**config.mk**
```make
export PLATFORM = sky130hd
export DESIGN_NAME = gram_arb_top
export DESIGN_NICKNAME = d
export VERILOG_FILES = /design/src/source/gram_plan_pkg.sv /design/src/source/gram_cmd_pkg.sv /design/src/source/gram_arb_top.sv /design/src/source/gram_plan_table.sv /design/src/source/gram_arb_decide.sv /design/src/source/gram_slot_timer.sv /design/src/source/gram_req_pipe.sv
export VERILOG_INCLUDE_DIRS = /design/src /design/src/source
export SDC_FILE = /design/constraint.sdc
export NUM_CORES = 1
export LEC_CHECK = 0
export BUFFER_PORTS_ARGS = -buffer_cell sky130_fd_sc_hd__buf_2
export CAP_MARGIN = 20
export CORE_AREA = 2 2 96 98
export CTS_CLUSTER_DIAMETER = 80
export CTS_CLUSTER_SIZE = 40
export DETAILED_ROUTE_END_ITERATION = 8
export DIE_AREA = 0 0 98 100
export PLACE_DENSITY = 0.61
export SYNTH_ARGS = -nofsm -noshare
export SYNTH_HDL_FRONTEND = slang
export SYNTH_SLANG_ARGS = --single-unit
```
**constraint.sdc**
```tcl
create_clock -name clk -period 1.6 [get_ports clk]
set_input_delay 0.16 -clock clk [delete_from_list [all_inputs] [get_ports clk]]
set_output_delay 0.16 -clock clk [all_outputs]
set_load 0.01 [all_outputs]
```
**src/source/gram_arb_defines.svh**
```systemverilog
// --------------------
// GRAM arbiter constants
// Bank size, slot timing and booking lengths shared by all blocks
// --------------------

`ifndef GRAM_ARB_DEFINES_SVH
`define GRAM_ARB_DEFINES_SVH

// Bank of GRAMs, one grid index selects one of them
`define GRAM_NB            4
`define GRAM_ID_W          2

// Slot timing
// Clocks per slot and depth of the planning window
`define GARB_SLOT_CYCLE    4
`define GARB_SLOT_NB       8

// Slot that a round of arbitration books into
`define ARB_SLOT           1

// Port A run length per grant
`define GLWE_SLOT_NB       3

// Port B run starts this many slots after ARB_SLOT
`define ACC_WR_DLY_SLOT    2
`define FEED_DAT_DLY_SLOT  1
// Port B run is longer than the port A one
`define PB_ADD_SLOT        1

`endif
```
**src/source/gram_plan_pkg.sv**
```systemverilog
// --------------------
// Planning table types
// Slot owners, RAM ports and one planning row
// --------------------

`include "gram_arb_defines.svh"

package gram_plan_pkg;

  // Slot owner, one-hot
  // Zero means nobody holds the slot yet
  typedef enum logic [2:0] {
    SRC_NONE = 3'b000,
    SRC_FEED = 3'b001,
    SRC_ACC  = 3'b010,
    SRC_OPP  = 3'b100
  } src_e;

  // GRAM is a 2RW RAM
  // Port A for feed rot, acc rd and load
  // Port B for feed dat, acc wr and sign-extension
  typedef enum logic {
    PORT_A = 1'b0,
    PORT_B = 1'b1
  } port_e;

  // Owners of the future slots of one port of one GRAM
  // Index 0 is the slot being executed
  typedef src_e [`GARB_SLOT_NB-1:0] plan_row_t;

endpackage

```
**src/source/gram_cmd_pkg.sv**
```systemverilog
// --------------------
// Request side types
// Command word and requester indices
// --------------------

`include "gram_arb_defines.svh"

package gram_cmd_pkg;

  // Command carries only the target grid
  typedef struct packed {
    logic [`GRAM_ID_W-1:0] grid;
  } gram_cmd_t;

  // Requester indices
  // Used to address per-requester vectors
  localparam int REQ_FEED = 0;
  localparam int REQ_ACC  = 1;
  localparam int REQ_NB   = 2;

endpackage

```
**src/source/gram_arb_top.sv**
```systemverilog
// --------------------
// GRAM slot arbiter
// Feed and accumulator requests in, grants and
// per-slot avail buses out
// --------------------

`timescale 1ns/100ps

`include "gram_arb_defines.svh"

module gram_arb_top
  import gram_cmd_pkg::*;
(
  input  logic               clk,
  input  logic               s_rst_n,
  // Feed requester
  input  gram_cmd_t          feed_req_i,
  input  logic               feed_req_vld_i,
  output logic               feed_req_rdy_o,
  // Accumulator requester
  input  gram_cmd_t          acc_req_i,
  input  logic               acc_req_vld_i,
  output logic               acc_req_rdy_o,
  // Grants
  output logic               feed_grant_o,
  output logic               acc_grant_o,
  // Current slot owners, one bit per GRAM
  output logic [`GRAM_NB-1:0] feed_rot_avail_o,
  output logic [`GRAM_NB-1:0] feed_dat_avail_o,
  output logic [`GRAM_NB-1:0] acc_rd_avail_o,
  output logic [`GRAM_NB-1:0] acc_wr_avail_o,
  output logic [`GRAM_NB-1:0] sxt_avail_o,
  output logic [`GRAM_NB-1:0] ldg_avail_o
);

  gram_cmd_t                      feed_cmd;
  logic                           feed_cmd_vld;
  logic                           feed_release;
  gram_cmd_t                      acc_cmd;
  logic                           acc_cmd_vld;
  logic                           acc_release;
  logic                           slot_last;
  logic                           arb_acc;
  logic                           arb_feed;
  logic                           arb_grant;
  logic [`GRAM_NB-1:0][REQ_NB-1:0] book_mask;
  logic [1:0][`GRAM_NB-1:0]       slot_free;
  logic [REQ_NB-1:0]              start_free;
  logic [REQ_NB-1:0]              owner_now;

  // --------------------
  // Request buffers
  // --------------------
  gram_req_pipe feed_pipe (
    .clk       (clk),
    .s_rst_n   (s_rst_n),
    .req_i     (feed_req_i),
    .req_vld_i (feed_req_vld_i),
    .req_rdy_o (feed_req_rdy_o),
    .cmd_o     (feed_cmd),
    .cmd_vld_o (feed_cmd_vld),
    .release_i (feed_release)
  );

  gram_req_pipe acc_pipe (
    .clk       (clk),
    .s_rst_n   (s_rst_n),
    .req_i     (acc_req_i),
    .req_vld_i (acc_req_vld_i),
    .req_rdy_o (acc_req_rdy_o),
    .cmd_o     (acc_cmd),
    .cmd_vld_o (acc_cmd_vld),
    .release_i (acc_release)
  );

  // Slot clocking and step strobes
  gram_slot_timer slot_timer (
    .clk         (clk),
    .s_rst_n     (s_rst_n),
    .slot_last_o (slot_last),
    .arb_acc_o   (arb_acc),
    .arb_feed_o  (arb_feed),
    .arb_grant_o (arb_grant)
  );

  gram_arb_decide arb_decide (
    .clk            (clk),
    .s_rst_n        (s_rst_n),
    .feed_cmd_i     (feed_cmd),
    .feed_vld_i     (feed_cmd_vld),
    .acc_cmd_i      (acc_cmd),
    .acc_vld_i      (acc_cmd_vld),
    .arb_acc_i      (arb_acc),
    .arb_feed_i     (arb_feed),
    .arb_grant_i    (arb_grant),
    .slot_free_i    (slot_free),
    .start_free_i   (start_free),
    .owner_now_i    (owner_now),
    .book_mask_o    (book_mask),
    .feed_grant_o   (feed_grant_o),
    .acc_grant_o    (acc_grant_o),
    .feed_release_o (feed_release),
    .acc_release_o  (acc_release)
  );

  gram_plan_table plan_table (
    .clk              (clk),
    .s_rst_n          (s_rst_n),
    .slot_last_i      (slot_last),
    .book_mask_i      (book_mask),
    .feed_grid_i      (feed_cmd.grid),
    .acc_grid_i       (acc_cmd.grid),
    .slot_free_o      (slot_free),
    .start_free_o     (start_free),
    .owner_now_o      (owner_now),
    .feed_rot_avail_o (feed_rot_avail_o),
    .feed_dat_avail_o (feed_dat_avail_o),
    .acc_rd_avail_o   (acc_rd_avail_o),
    .acc_wr_avail_o   (acc_wr_avail_o),
    .sxt_avail_o      (sxt_avail_o),
    .ldg_avail_o      (ldg_avail_o)
  );

endmodule

```
**src/source/gram_plan_table.sv**
```systemverilog
// --------------------
// Planning table
// Books winners, fills idle slots for the opportunists,
// shifts the window each slot and drives the avail buses
// --------------------

`timescale 1ns/100ps

`include "gram_arb_defines.svh"

module gram_plan_table
  import gram_cmd_pkg::*;
  import gram_plan_pkg::*;
(
  input  logic                            clk,
  input  logic                            s_rst_n,
  input  logic                            slot_last_i,
  input  logic [`GRAM_NB-1:0][REQ_NB-1:0] book_mask_i,
  input  logic [`GRAM_ID_W-1:0]           feed_grid_i,
  input  logic [`GRAM_ID_W-1:0]           acc_grid_i,
  output logic [1:0][`GRAM_NB-1:0]        slot_free_o,
  output logic [REQ_NB-1:0]               start_free_o,
  output logic [REQ_NB-1:0]               owner_now_o,
  output logic [`GRAM_NB-1:0]             feed_rot_avail_o,
  output logic [`GRAM_NB-1:0]             feed_dat_avail_o,
  output logic [`GRAM_NB-1:0]             acc_rd_avail_o,
  output logic [`GRAM_NB-1:0]             acc_wr_avail_o,
  output logic [`GRAM_NB-1:0]             sxt_avail_o,
  output logic [`GRAM_NB-1:0]             ldg_avail_o
);

  localparam int SLOT_NB    = `GARB_SLOT_NB;
  localparam int PB_RUN     = `GLWE_SLOT_NB + `PB_ADD_SLOT;
  localparam int ACC_START  = `ARB_SLOT + `ACC_WR_DLY_SLOT;
  localparam int FEED_START = `ARB_SLOT + `FEED_DAT_DLY_SLOT;

  // [port][gram] rows
  plan_row_t [1:0][`GRAM_NB-1:0] plan_q;
  plan_row_t [1:0][`GRAM_NB-1:0] plan_upd;
  plan_row_t [1:0][`GRAM_NB-1:0] plan_d;
  logic                          entry_ok;

  // --------------------
  // Lookups for the decider
  // --------------------
  always_comb begin
    owner_now_o = '0;
    for (int g = 0; g < `GRAM_NB; g++) begin
      slot_free_o[PORT_A][g] = (plan_q[PORT_A][g][`ARB_SLOT] == SRC_NONE);
      slot_free_o[PORT_B][g] = (plan_q[PORT_B][g][`ARB_SLOT] == SRC_NONE);
      // Earlier run still running on port A, any GRAM
      owner_now_o[REQ_ACC]  |= (plan_q[PORT_A][g][`ARB_SLOT] == SRC_ACC);
      owner_now_o[REQ_FEED] |= (plan_q[PORT_A][g][`ARB_SLOT] == SRC_FEED);
    end
    // Port B start of each requester on its own grid
    start_free_o[REQ_ACC]  = (plan_q[PORT_B][acc_grid_i][ACC_START] == SRC_NONE);
    start_free_o[REQ_FEED] = (plan_q[PORT_B][feed_grid_i][FEED_START] == SRC_NONE);
  end

  // --------------------
  // Booking and fill
  // --------------------
  always_comb begin
    plan_upd = plan_q;
    for (int g = 0; g < `GRAM_NB; g++) begin
      // Port A run from ARB_SLOT
      for (int i = 0; i < `GLWE_SLOT_NB; i++) begin
        if (book_mask_i[g][REQ_ACC]) plan_upd[PORT_A][g][`ARB_SLOT+i] = SRC_ACC;
        if (book_mask_i[g][REQ_FEED]) plan_upd[PORT_A][g][`ARB_SLOT+i] = SRC_FEED;
      end
      // Delayed port B run, one slot longer
      for (int i = 0; i < PB_RUN; i++) begin
        if (book_mask_i[g][REQ_ACC]) plan_upd[PORT_B][g][ACC_START+i] = SRC_ACC;
        if (book_mask_i[g][REQ_FEED]) plan_upd[PORT_B][g][FEED_START+i] = SRC_FEED;
      end
      // What nobody booked goes to load (A) and sign-extension (B)
      for (int p = 0; p < 2; p++) begin
        if (plan_upd[p][g][`ARB_SLOT] == SRC_NONE) begin
          plan_upd[p][g][`ARB_SLOT] = SRC_OPP;
        end
      end
    end
  end

  // Window moves one slot at each slot end
  always_comb begin
    plan_d = plan_q;
    if (slot_last_i) begin
      for (int p = 0; p < 2; p++) begin
        for (int g = 0; g < `GRAM_NB; g++) begin
          for (int j = 0; j < SLOT_NB - 1; j++) begin
            plan_d[p][g][j] = plan_upd[p][g][j+1];
          end
          plan_d[p][g][SLOT_NB-1] = SRC_NONE;
        end
      end
    end
  end

  always_ff @(posedge clk) begin
    if (!s_rst_n) begin
      plan_q <= '0;
    end else begin
      plan_q <= plan_d;
    end
  end

  // --------------------
  // Current slot outputs
  // --------------------
  always_ff @(posedge clk) begin
    if (!s_rst_n) begin
      feed_rot_avail_o <= '0;
      feed_dat_avail_o <= '0;
      acc_rd_avail_o   <= '0;
      acc_wr_avail_o   <= '0;
      sxt_avail_o      <= '0;
      ldg_avail_o      <= '0;
    end else begin
      for (int g = 0; g < `GRAM_NB; g++) begin
        feed_rot_avail_o[g] <= (plan_q[PORT_A][g][0] == SRC_FEED);
        feed_dat_avail_o[g] <= (plan_q[PORT_B][g][0] == SRC_FEED);
        acc_rd_avail_o[g]   <= (plan_q[PORT_A][g][0] == SRC_ACC);
        acc_wr_avail_o[g]   <= (plan_q[PORT_B][g][0] == SRC_ACC);
        sxt_avail_o[g]      <= (plan_q[PORT_B][g][0] == SRC_OPP);
        ldg_avail_o[g]      <= (plan_q[PORT_A][g][0] == SRC_OPP);
      end
    end
  end

  // Every entry holds at most one owner
  always_comb begin
    entry_ok = 1'b1;
    for (int p = 0; p < 2; p++) begin
      for (int g = 0; g < `GRAM_NB; g++) begin
        for (int j = 0; j < SLOT_NB; j++) begin
          if (!$onehot0(plan_q[p][g][j])) entry_ok = 1'b0;
        end
      end
    end
  end

  a_entry_onehot: assert property (@(posedge clk) disable iff (!s_rst_n) entry_ok)
    else $error("ERR plan_q entry not one-hot, entry_ok=%h", entry_ok);

endmodule

```
**src/source/gram_arb_decide.sv**
```systemverilog
// --------------------
// Round decisions
// Picks the accumulator grid then the feed grid
// Drives the booking mask, grant and release pulses
// --------------------

`timescale 1ns/100ps

`include "gram_arb_defines.svh"

module gram_arb_decide
  import gram_cmd_pkg::*;
  import gram_plan_pkg::*;
(
  input  logic                           clk,
  input  logic                           s_rst_n,
  // Held commands
  input  gram_cmd_t                      feed_cmd_i,
  input  logic                           feed_vld_i,
  input  gram_cmd_t                      acc_cmd_i,
  input  logic                           acc_vld_i,
  // Step strobes
  input  logic                           arb_acc_i,
  input  logic                           arb_feed_i,
  input  logic                           arb_grant_i,
  // Table state
  input  logic [1:0][`GRAM_NB-1:0]       slot_free_i,
  input  logic [REQ_NB-1:0]              start_free_i,
  input  logic [REQ_NB-1:0]              owner_now_i,
  // Decisions
  output logic [`GRAM_NB-1:0][REQ_NB-1:0] book_mask_o,
  output logic                           feed_grant_o,
  output logic                           acc_grant_o,
  output logic                           feed_release_o,
  output logic                           acc_release_o
);

  logic [`GRAM_NB-1:0] acc_mask_d;
  logic [`GRAM_NB-1:0] acc_mask_q;
  logic [`GRAM_NB-1:0] feed_mask_d;
  logic [`GRAM_NB-1:0] feed_mask_q;
  logic                acc_grant_q;
  logic                feed_grant_q;

  // --------------------
  // Candidate grids
  // --------------------
  // Table does not move during the round, so all steps see the same state
  always_comb begin
    for (int g = 0; g < `GRAM_NB; g++) begin
      // Accumulator: port A free now, port B free at its write start,
      // and no earlier acc run still at ARB_SLOT
      acc_mask_d[g] = acc_vld_i
                      && (acc_cmd_i.grid == g[`GRAM_ID_W-1:0])
                      && slot_free_i[PORT_A][g]
                      && start_free_i[REQ_ACC]
                      && !owner_now_i[REQ_ACC];
      // Feed: same rules, but loses the grid the acc took this round
      feed_mask_d[g] = feed_vld_i
                       && (feed_cmd_i.grid == g[`GRAM_ID_W-1:0])
                       && slot_free_i[PORT_A][g]
                       && start_free_i[REQ_FEED]
                       && !owner_now_i[REQ_FEED]
                       && !acc_mask_q[g];
    end
  end

  // Each step captures its own decision
  always_ff @(posedge clk) begin
    if (!s_rst_n) begin
      acc_mask_q  <= '0;
      feed_mask_q <= '0;
    end else begin
      if (arb_acc_i) begin
        acc_mask_q <= acc_mask_d;
      end
      if (arb_feed_i) begin
        feed_mask_q <= feed_mask_d;
      end
    end
  end

  // --------------------
  // Grant step
  // --------------------
  // Booking mask only meaningful on the grant clock
  always_comb begin
    for (int g = 0; g < `GRAM_NB; g++) begin
      book_mask_o[g][REQ_ACC]  = arb_grant_i & acc_mask_q[g];
      book_mask_o[g][REQ_FEED] = arb_grant_i & feed_mask_q[g];
    end
  end

  // One clock pulse, right after the table takes the booking
  always_ff @(posedge clk) begin
    if (!s_rst_n) begin
      acc_grant_q  <= 1'b0;
      feed_grant_q <= 1'b0;
    end else begin
      acc_grant_q  <= arb_grant_i & (|acc_mask_q);
      feed_grant_q <= arb_grant_i & (|feed_mask_q);
    end
  end

  assign acc_grant_o    = acc_grant_q;
  assign feed_grant_o   = feed_grant_q;
  // Release frees the request pipe on the grant itself
  assign acc_release_o  = acc_grant_q;
  assign feed_release_o = feed_grant_q;

  // Acc and feed decided on different clocks must never share a GRAM
  for (genvar g = 0; g < `GRAM_NB; g++) begin : g_excl
    a_one_src: assert property (@(posedge clk) disable iff (!s_rst_n)
      $onehot0(book_mask_o[g]))
      else $error("ERR book_mask_o[%0d]=%h", g, book_mask_o[g]);
  end

endmodule

```
**src/source/gram_slot_timer.sv**
```systemverilog
// --------------------
// Slot timer
// Counts clocks in a slot and steps the arbitration sequence
// acc, feed and grant on the last three clocks
// --------------------

`timescale 1ns/100ps

`include "gram_arb_defines.svh"

module gram_slot_timer (
  input  logic clk,
  input  logic s_rst_n,
  output logic slot_last_o,
  output logic arb_acc_o,
  output logic arb_feed_o,
  output logic arb_grant_o
);

  localparam int CNT_W     = $clog2(`GARB_SLOT_CYCLE);
  // Three arbitration steps, started when this many clocks are left
  localparam int ARB_STEPS = 3;

  typedef enum logic [1:0] {
    ST_IDLE,
    ST_ACC,
    ST_FEED,
    ST_GRANT
  } state_e;

  logic [CNT_W-1:0] slot_cnt;
  state_e           state;
  state_e           next_state;

  // --------------------
  // Slot countdown
  // --------------------
  assign slot_last_o = (slot_cnt == '0);

  always_ff @(posedge clk) begin
    if (!s_rst_n) begin
      slot_cnt <= CNT_W'(`GARB_SLOT_CYCLE - 1);
    end else if (slot_last_o) begin
      slot_cnt <= CNT_W'(`GARB_SLOT_CYCLE - 1);
    end else begin
      slot_cnt <= slot_cnt - 1'b1;
    end
  end

  // --------------------
  // Step sequencer
  // --------------------
  always_comb begin
    case (state)
      ST_IDLE:  next_state = (slot_cnt == CNT_W'(ARB_STEPS)) ? ST_ACC : ST_IDLE;
      ST_ACC:   next_state = ST_FEED;
      ST_FEED:  next_state = ST_GRANT;
      default:  next_state = ST_IDLE;
    endcase
  end

  always_ff @(posedge clk) begin
    if (!s_rst_n) begin
      state <= ST_IDLE;
    end else begin
      state <= next_state;
    end
  end

  assign arb_acc_o   = (state == ST_ACC);
  assign arb_feed_o  = (state == ST_FEED);
  assign arb_grant_o = (state == ST_GRANT);

  // Table update and grant must land on the same edge
  a_grant_on_last: assert property (@(posedge clk) disable iff (!s_rst_n)
    arb_grant_o |-> slot_last_o)
    else $error("ERR arb_grant_o=%h slot_cnt=%h", arb_grant_o, slot_cnt);

endmodule

```
**src/source/gram_req_pipe.sv**
```systemverilog
// --------------------
// Request holding buffer
// Keeps one command from acceptance until its grant
// --------------------

`timescale 1ns/100ps

`include "gram_arb_defines.svh"

module gram_req_pipe
  import gram_cmd_pkg::*;
(
  input  logic      clk,
  input  logic      s_rst_n,
  input  gram_cmd_t req_i,
  input  logic      req_vld_i,
  output logic      req_rdy_o,
  output gram_cmd_t cmd_o,
  output logic      cmd_vld_o,
  input  logic      release_i
);

  logic      full_q;
  gram_cmd_t cmd_q;

  // Only accept while empty
  assign req_rdy_o = ~full_q;
  assign cmd_vld_o = full_q;
  assign cmd_o     = cmd_q;

  always_ff @(posedge clk) begin
    if (!s_rst_n) begin
      full_q <= 1'b0;
    end else if (req_vld_i && req_rdy_o) begin
      full_q <= 1'b1;
    end else if (release_i) begin
      // Granted, slot handed back to the requester
      full_q <= 1'b0;
    end
  end

  // Payload
  always_ff @(posedge clk) begin
    if (req_vld_i && req_rdy_o) begin
      cmd_q <= req_i;
    end
  end

  // A grant can only consume a command that is held here
  a_release_when_full: assert property (@(posedge clk) disable iff (!s_rst_n)
    release_i |-> full_q)
    else $error("ERR release_i=%h while pipe empty", release_i);

endmodule

```
### Yosys cells after proc, flatten, opt, wreduce, memory -nomap -nowiden

Index checks and enable logic that the tools add are counted.

| word-level totals | value |
|---|---|
| register bits | 152 |
| input port bits | 8 |
| output and inout bits | 28 |
| word-level logic and storage cells | 253 |

| cells by class | value |
|---|---|
| mux-type cells | 70 |
| bitwise gates (word level) | 19 |
| $add $sub $neg | 1 |
| reductions and logical operators | 67 |
| equal/unequal tests | 42 |
| $lt $le $gt $ge | 2 |

Operators by type and width:

| cell | number |
|---|---|
| $mux W3 | 56 |
| $bmux W24 S2 | 2 |
| $logic_not A3 Y1 | 14 |
| $logic_and A1 B1 Y1 | 38 |
| $eq A3 B1 Y1 const B | 12 |
| $eq A3 B2 Y1 const B | 12 |
| $eq A3 B3 Y1 const B | 8 |
| $eq A2 B2 Y1 const B | 7 |
| $mux W12 | 1 |
| $and A1 B1 Y1 | 10 |
| $mux W9 | 1 |
| $logic_not A2 Y1 | 4 |
| $mux W2 | 4 |
| $reduce_or A4 Y1 | 2 |
| $eq A2 B1 Y1 const B | 3 |
| $logic_not A1 Y1 | 6 |
| $lt A2 B3 Y1 const B | 2 |
| $or A1 B1 Y1 | 6 |
| $pmux W2 S3 | 1 |
| $mux W1 | 5 |
| $reduce_bool A2 Y1 | 2 |
| $not A1 Y1 | 3 |
| $reduce_or A2 Y1 | 1 |
| $sub A2 B1 Y2 const B | 1 |

### Longest topological paths before layout

| depth | value |
|---|---|
| depth in word-level cells | 7 |
| mapped depth | 7 |
| mapped depth without buffers | 6 |

### By module

From an unflattened synthesis, not the netlist that was laid out.

| unflattened totals | value |
|---|---|
| cell total of the unflattened synthesis | 461 |
| area, all modules | 4460.5 µm² |

Modules (own cells, without submodules):

| module | times used | area each (µm²) | seq. area each (µm²) | cells an instance |
|---|---|---|---|---|
| gram_plan_table | 1 | 3522.1 | 1781.7 | 368 |
| gram_arb_decide | 1 | 521.8 | 200.2 | 59 |
| gram_slot_timer | 1 | 209.0 | 80.1 | 20 |
| gram_req_pipe | 2 | 103.8 | 80.1 | 7 |

### Worst setup path before layout

OpenSTA, ideal clock, no wires.

| timing path | value |
|---|---|
| path type | reg2reg |
| start point | register slot_timer.slot_cnt[0] |
| end point | register plan_table.plan_q[123] (netlist bit) |
| required time | 1.481 ns |
| period minus slack after synthesis | 1.297 ns |
| path buffers | 2 |
| slack | 0.303 ns |
| setup time | 0.119 ns |
| data arrival time | 1.178 ns |
| cell stages (with the launch flop) | 6 |
| cell sequence | dfxtp_1 inv_1 ha_1 buf_4 buf_4 o221a_2 |

| on the way | value |
|---|---|
| cells in the longest elaborated chain, start to end | 1 |

Ends and longest elaborated chain:

| what | RTL line | source |
|---|---|---|
| start: declaration | gram_slot_timer.sv:31 | `logic [CNT_W-1:0] slot_cnt;` |
| start signal: assignment | gram_slot_timer.sv:42 | `` slot_cnt <= CNT_W'(`GARB_SLOT_CYCLE - 1); `` |
| start signal: assignment | gram_slot_timer.sv:44 | `` slot_cnt <= CNT_W'(`GARB_SLOT_CYCLE - 1); `` |
| start signal: assignment | gram_slot_timer.sv:46 | `slot_cnt <= slot_cnt - 1'b1;` |
| $logic_not A2 Y1 | gram_slot_timer.sv:38 | `assign slot_last_o = (slot_cnt == '0);` |
| end signal: assignment | gram_plan_table.sv:104 | `plan_q <= plan_d;` |
| end: declaration | gram_plan_table.sv:38 | `` plan_row_t [1:0][`GRAM_NB-1:0] plan_q; `` |

No other way between the ends.
A chain may end at the register's enable or synchronous reset.

### Final worst setup path

| timing path | value |
|---|---|
| start point | register slot_timer.state[0] |
| end point | register arb_decide.feed_mask_q[3] |

| on the way | value |
|---|---|
| cells in the longest elaborated chain, start to end | 1 |

Ends and longest elaborated chain:

| what | RTL line | source |
|---|---|---|
| start: declaration | gram_slot_timer.sv:32 | `state_e state;` |
| start signal: assignment | gram_slot_timer.sv:66 | `state <= next_state;` |
| $eq A2 B2 Y1 | gram_slot_timer.sv:71 | `assign arb_feed_o = (state == ST_FEED);` |
| end signal: assignment | gram_arb_decide.sv:78 | `feed_mask_q <= feed_mask_d;` |
| end: declaration | gram_arb_decide.sv:41 | `` logic [`GRAM_NB-1:0] feed_mask_q; `` |

No other way between the ends.

==> summary.md <==
The later pin in the worst-skew pair is clocked with a latency of 0.37 ns. Part of the total power dissipated in the clock network: 0.331. The tools report the count of synthesis-stage warnings from yosys as 0. The most used routing layer was met2. Counting every net in the synthesized netlist gives 434. The worst setup path is launched from a register. The share of synthesized cell area in full adder, half adder and majority cells was 0.0184; the number of global-route vias before repair was 2717. In the routed design, unresolved DRC markers number 0. Dividing the detail-routed via count by the number of cells gives 5.20. In this run the post-CTS setup repair buffer count came out at 0. The tree is rooted in a sky130_fd_sc_hd__clkbuf_8. The tools report the global routing usage on met1 as 0.236. The most used flip-flop cell after synthesis is sky130_fd_sc_hd__dfxtp_1. Summed over all nets, the half-perimeter wirelength after detailed placement is 5.49 mm. The synthesized netlist contains 37 unique library cells. The routed design has 7.85 mm of wire. The maximum resistive drop on vdd was 0.000672 V; the transition time at the pin with the least slew margin was 0.371 ns.

Dividing the detail-routed wire length by the instance count gives 13.6 um. After the first detailed-routing iteration, the DRC count stood at 107. Internal power comes to 3.76 mW.

The flow ran to the end, and the final reports show no timing, DRC or antenna violations. The horizontal die dimension was 98 um. The total power is 5.06 mW, and the met3 routing resource usage after global routing is 0.0369. The remaining max-slew budget at the tightest pin came out at 0.751. For the switching power total, the log shows 1.30 mW. The synthesized-area fraction occupied by and/or/nand/nor cells was 0.234.

The proportion of power drawn by flip-flops and latches was 0.574; the number of sinks handled by clock tree synthesis was 108. The global-route wire length before repair was 13.4 mm; the critical path required time was 1.92 ns. The portion of synthesized cell area occupied by the leading cell type was 0.509; the highest attainable clock frequency was 702 MHz. At the end of routability-driven placement, the weighted congestion stood at 0.841.

The first detailed-routing pass took 4 iterations. In this run the core area contains 35 standard-cell rows. For the largest net degree at the start of global routing, the log shows 43. The sequential area share after synthesis was 0.539. The analysis attributes to cell leakage a power of 1.75 nW.

The average instance area after synthesis is 9.73 sq um, and the worst clock skew is 0.00793 ns. In this run the remaining antenna-violating nets after routing total 0. The synthesized design contains 108 register bits. Setup repair after global routing left no endpoint under its margin. The clock passes through at most 2 buffers. The die covers 0.00980 sq mm. After synthesis, the largest family of logic cells by area is simple AND/OR/NAND/NOR gates.

Setup slack on the worst reg-to-reg path comes out at 0.18 ns. The share of the synthesized netlist area taken by xor and xnor gates works out to 0. The power per cell area was 1090 mW/mm^2.

The type of element capturing the critical path was a register. The complex-gate fraction of the synthesized area was 0.121. The met2 layer usage reported by global route is 0.256, and the number of violations of the max-capacitance limit is 0. The highest net fanout along the worst path was 4; the post-synthesis instance area was 0.00409 sq mm. The post-synthesis instance total came out at 420.

The tools report the via count as 2997. The tools report the initial core utilization as 0.460. The library cell with the largest summed area after synthesis is sky130_fd_sc_hd__dfxtp_1.

Clock-pin slew was measured on the worst setup and hold paths at 0.10 ns. Count of final max-slew check failures: 0. The power share of the combinational group came out at 0.095. From synthesis to final layout, the design area changed by 13.8%. The period utilization works out to 0.890. After global routing the overflow that remains totals 0. The number of enable flip-flop cells after synthesis was 4. The number of buffers created by CTS is 9, and the number of antenna violations at the first check in global routing is 0. For the H-tree level count, the log shows 3. The aggregate global-route resource usage was 0.168; the total negative slack was 0 ns. Count of input and output buffers: 35. After floorplanning, the core was sized to cover 0.00889 sq mm. From bottom edge to top edge, the die measures 100 um. The shortest clock period the worst path allows after layout was 1.42 ns. Setup violations remaining at the end of the flow were counted as 0. Ranked by total cell area, the synthesized netlist is headed by sky130_fd_sc_hd__dfxtp_1, sky130_fd_sc_hd__mux2i_1, sky130_fd_sc_hd__nand2_1, sky130_fd_sc_hd__nor2_1, sky130_fd_sc_hd__nor2b_1. The tools report the count of endpoints failing hold in the final timing report as 0. Share of synthesized flip-flops with an asynchronous set or reset: 0. The category of the most critical setup path was reg -> reg. The multiplexer share of the synthesized area was 0.0490. The data arrival time at the worst-slack endpoint is 1.74 ns. The count of nets after finishing was 474. The fraction of layout instances using a drive strength above 1 works out to 0.181. The worst hold path belongs to the class in -> reg. The tools report the antenna diode instance count as 0. TritonCTS built the clock tree.

The switching fraction of total power is 0.257, and the boundary pin count is 36.
## cell families after synthesis
family	Yosys count
adders and majority gates	6
DFF	108
muxes	20
buffers and inverters	36
AOI/OAI and AO/OA	76
and+or+nand+nor	174
## synth_stat cells, types with 3 or more instances
master,count
sky130_fd_sc_hd__clkbuf_1,10
sky130_fd_sc_hd__buf_4,3
sky130_fd_sc_hd__nor4_1,4
sky130_fd_sc_hd__nor3_1,3
sky130_fd_sc_hd__nor2_1,46
sky130_fd_sc_hd__nand2b_1,4
sky130_fd_sc_hd__a21oi_1,12
sky130_fd_sc_hd__and2_1,4
sky130_fd_sc_hd__o21ai_0,27
sky130_fd_sc_hd__ha_1,6
sky130_fd_sc_hd__mux2i_1,20
sky130_fd_sc_hd__edfxtp_1,4
sky130_fd_sc_hd__inv_2,3
sky130_fd_sc_hd__o21ai_1,14
sky130_fd_sc_hd__nor2b_1,27
sky130_fd_sc_hd__dfxtp_1,104
sky130_fd_sc_hd__nand3_1,10
sky130_fd_sc_hd__nand2_1,48
sky130_fd_sc_hd__and4bb_2,10
sky130_fd_sc_hd__nor4bb_1,12
sky130_fd_sc_hd__o221a_2,4
sky130_fd_sc_hd__buf_2,8
sky130_fd_sc_hd__a21boi_0,4
sky130_fd_sc_hd__inv_1,11
sky130_fd_sc_hd__a32o_1,6
## worst paths after layout
path	from	to	cells past startpoint
setup / recovery	slot_timer.state[0]	arb_decide.feed_mask_q[3]	6
hold / removal	feed_req_vld_i	feed_pipe.cmd_vld_o	2
setup reg to reg	slot_timer.state[0]	arb_decide.feed_mask_q[3]	6
hold reg to reg	slot_timer.slot_cnt[0]	slot_timer.slot_cnt[0]	1
## power groups by stage
stage	logic [mW]	registers (mW)	clock network (mW)
after detailed placement	0.473	2.97	0
after CTS	0.483	2.91	1.72
final	0.481	2.91	1.67
after global placement	0.465	2.96	0
after floorplan	0.345	2.94	0
after global routing	0.550	2.92	1.82
## area by class of cell
cell class	count	area [sq um]
Inverter	14	52.6
Multi-Input combinational cell	276	1740
Timing Repair Buffer	51	318
Clock inverter	7	76.3
Clock buffer	9	124
Sequential cell	108	2200
Fill cell	832	4240
Tap cell	111	139
## layer usage
layer | vias to the layer above | routed length, um
met5 | - | 0
met3 | 13 | 300
li1 | 1535 | -
met2 | 47 | 3460
met1 | 1402 | 3950
met4 | 0 | 143
## stage by stage
step                       util  worst slack [ns]  cell area, sq um  hold WS [ns]  instances
after global routing      0.523            0.0561              4650        0.0195        576
after global placement    0.495             0.139              4400         0.339        556
final                     0.523             0.176              4650        0.0155        576
after CTS                 0.522            0.0619              4640       0.00519        576
after floorplan               -             0.303              4090         0.259        420
after detailed placement  0.495            0.0823              4400         0.341        556
## registers in the layout, indices dropped and copies added (netlist names), 4 cells and up
register and flops:
arb_decide.acc_mask_q 4, arb_decide.feed_mask_q 4, plan_table.acc_rd_avail_o 4, plan_table.acc_wr_avail_o 4, plan_table.feed_dat_avail_o 4, plan_table.feed_rot_avail_o 4
plan_table.ldg_avail_o 4, plan_table.plan_q 64, plan_table.sxt_avail_o 4
## layout by cell type (no fill, tap or decap), types with 2 or more instances in the layout
cell type / synthesis / routed
sky130_fd_sc_hd__a21boi_0: 4 / 4
sky130_fd_sc_hd__a21oi_1: 12 / 12
sky130_fd_sc_hd__a32o_1: 6 / 6
sky130_fd_sc_hd__and2_0: 2 / 2
sky130_fd_sc_hd__and2_1: 4 / 4
sky130_fd_sc_hd__and4bb_2: 10 / 10
sky130_fd_sc_hd__buf_2: 8 / 35
sky130_fd_sc_hd__buf_4: 3 / 11
sky130_fd_sc_hd__clkbuf_8: 0 / 9
sky130_fd_sc_hd__clkinv_4: 0 / 4
sky130_fd_sc_hd__dfxtp_1: 104 / 104
sky130_fd_sc_hd__dlygate4sd3_1: 0 / 4
sky130_fd_sc_hd__edfxtp_1: 4 / 4
sky130_fd_sc_hd__ha_1: 6 / 5
sky130_fd_sc_hd__inv_1: 11 / 11
sky130_fd_sc_hd__inv_2: 3 / 3
sky130_fd_sc_hd__mux2i_1: 20 / 20
sky130_fd_sc_hd__nand2_1: 48 / 48
sky130_fd_sc_hd__nand2b_1: 4 / 4
sky130_fd_sc_hd__nand3_1: 10 / 10
sky130_fd_sc_hd__nor2_1: 46 / 46
sky130_fd_sc_hd__nor2b_1: 27 / 27
sky130_fd_sc_hd__nor3_1: 3 / 3
sky130_fd_sc_hd__nor4_1: 4 / 4
sky130_fd_sc_hd__nor4b_1: 2 / 2
sky130_fd_sc_hd__nor4bb_1: 12 / 12
sky130_fd_sc_hd__o211a_1: 2 / 2
sky130_fd_sc_hd__o21ai_0: 27 / 27
sky130_fd_sc_hd__o21ai_1: 14 / 14
sky130_fd_sc_hd__o221a_2: 4 / 4
sky130_fd_sc_hd__o31ai_1: 2 / 2
## critical path, cell delays in order, from the launching register on
cell and delay, ns:
sky130_fd_sc_hd__dfxtp_1 0.35, sky130_fd_sc_hd__inv_1 0.09, sky130_fd_sc_hd__ha_1 0.17, sky130_fd_sc_hd__nand3_1 0.10, sky130_fd_sc_hd__a221oi_2 0.25, sky130_fd_sc_hd__o221a_1 0.25, sky130_fd_sc_hd__a32o_1 0.16
## timing repair
item / 4_1_cts / 5_1_grt
endpoints found under the setup margin: 0 / 5
hold buffers: 4 / 0
resized for setup: 0 / 1
endpoints found under the hold margin: 4 / 0
Power figures use the tool's default switching activity.
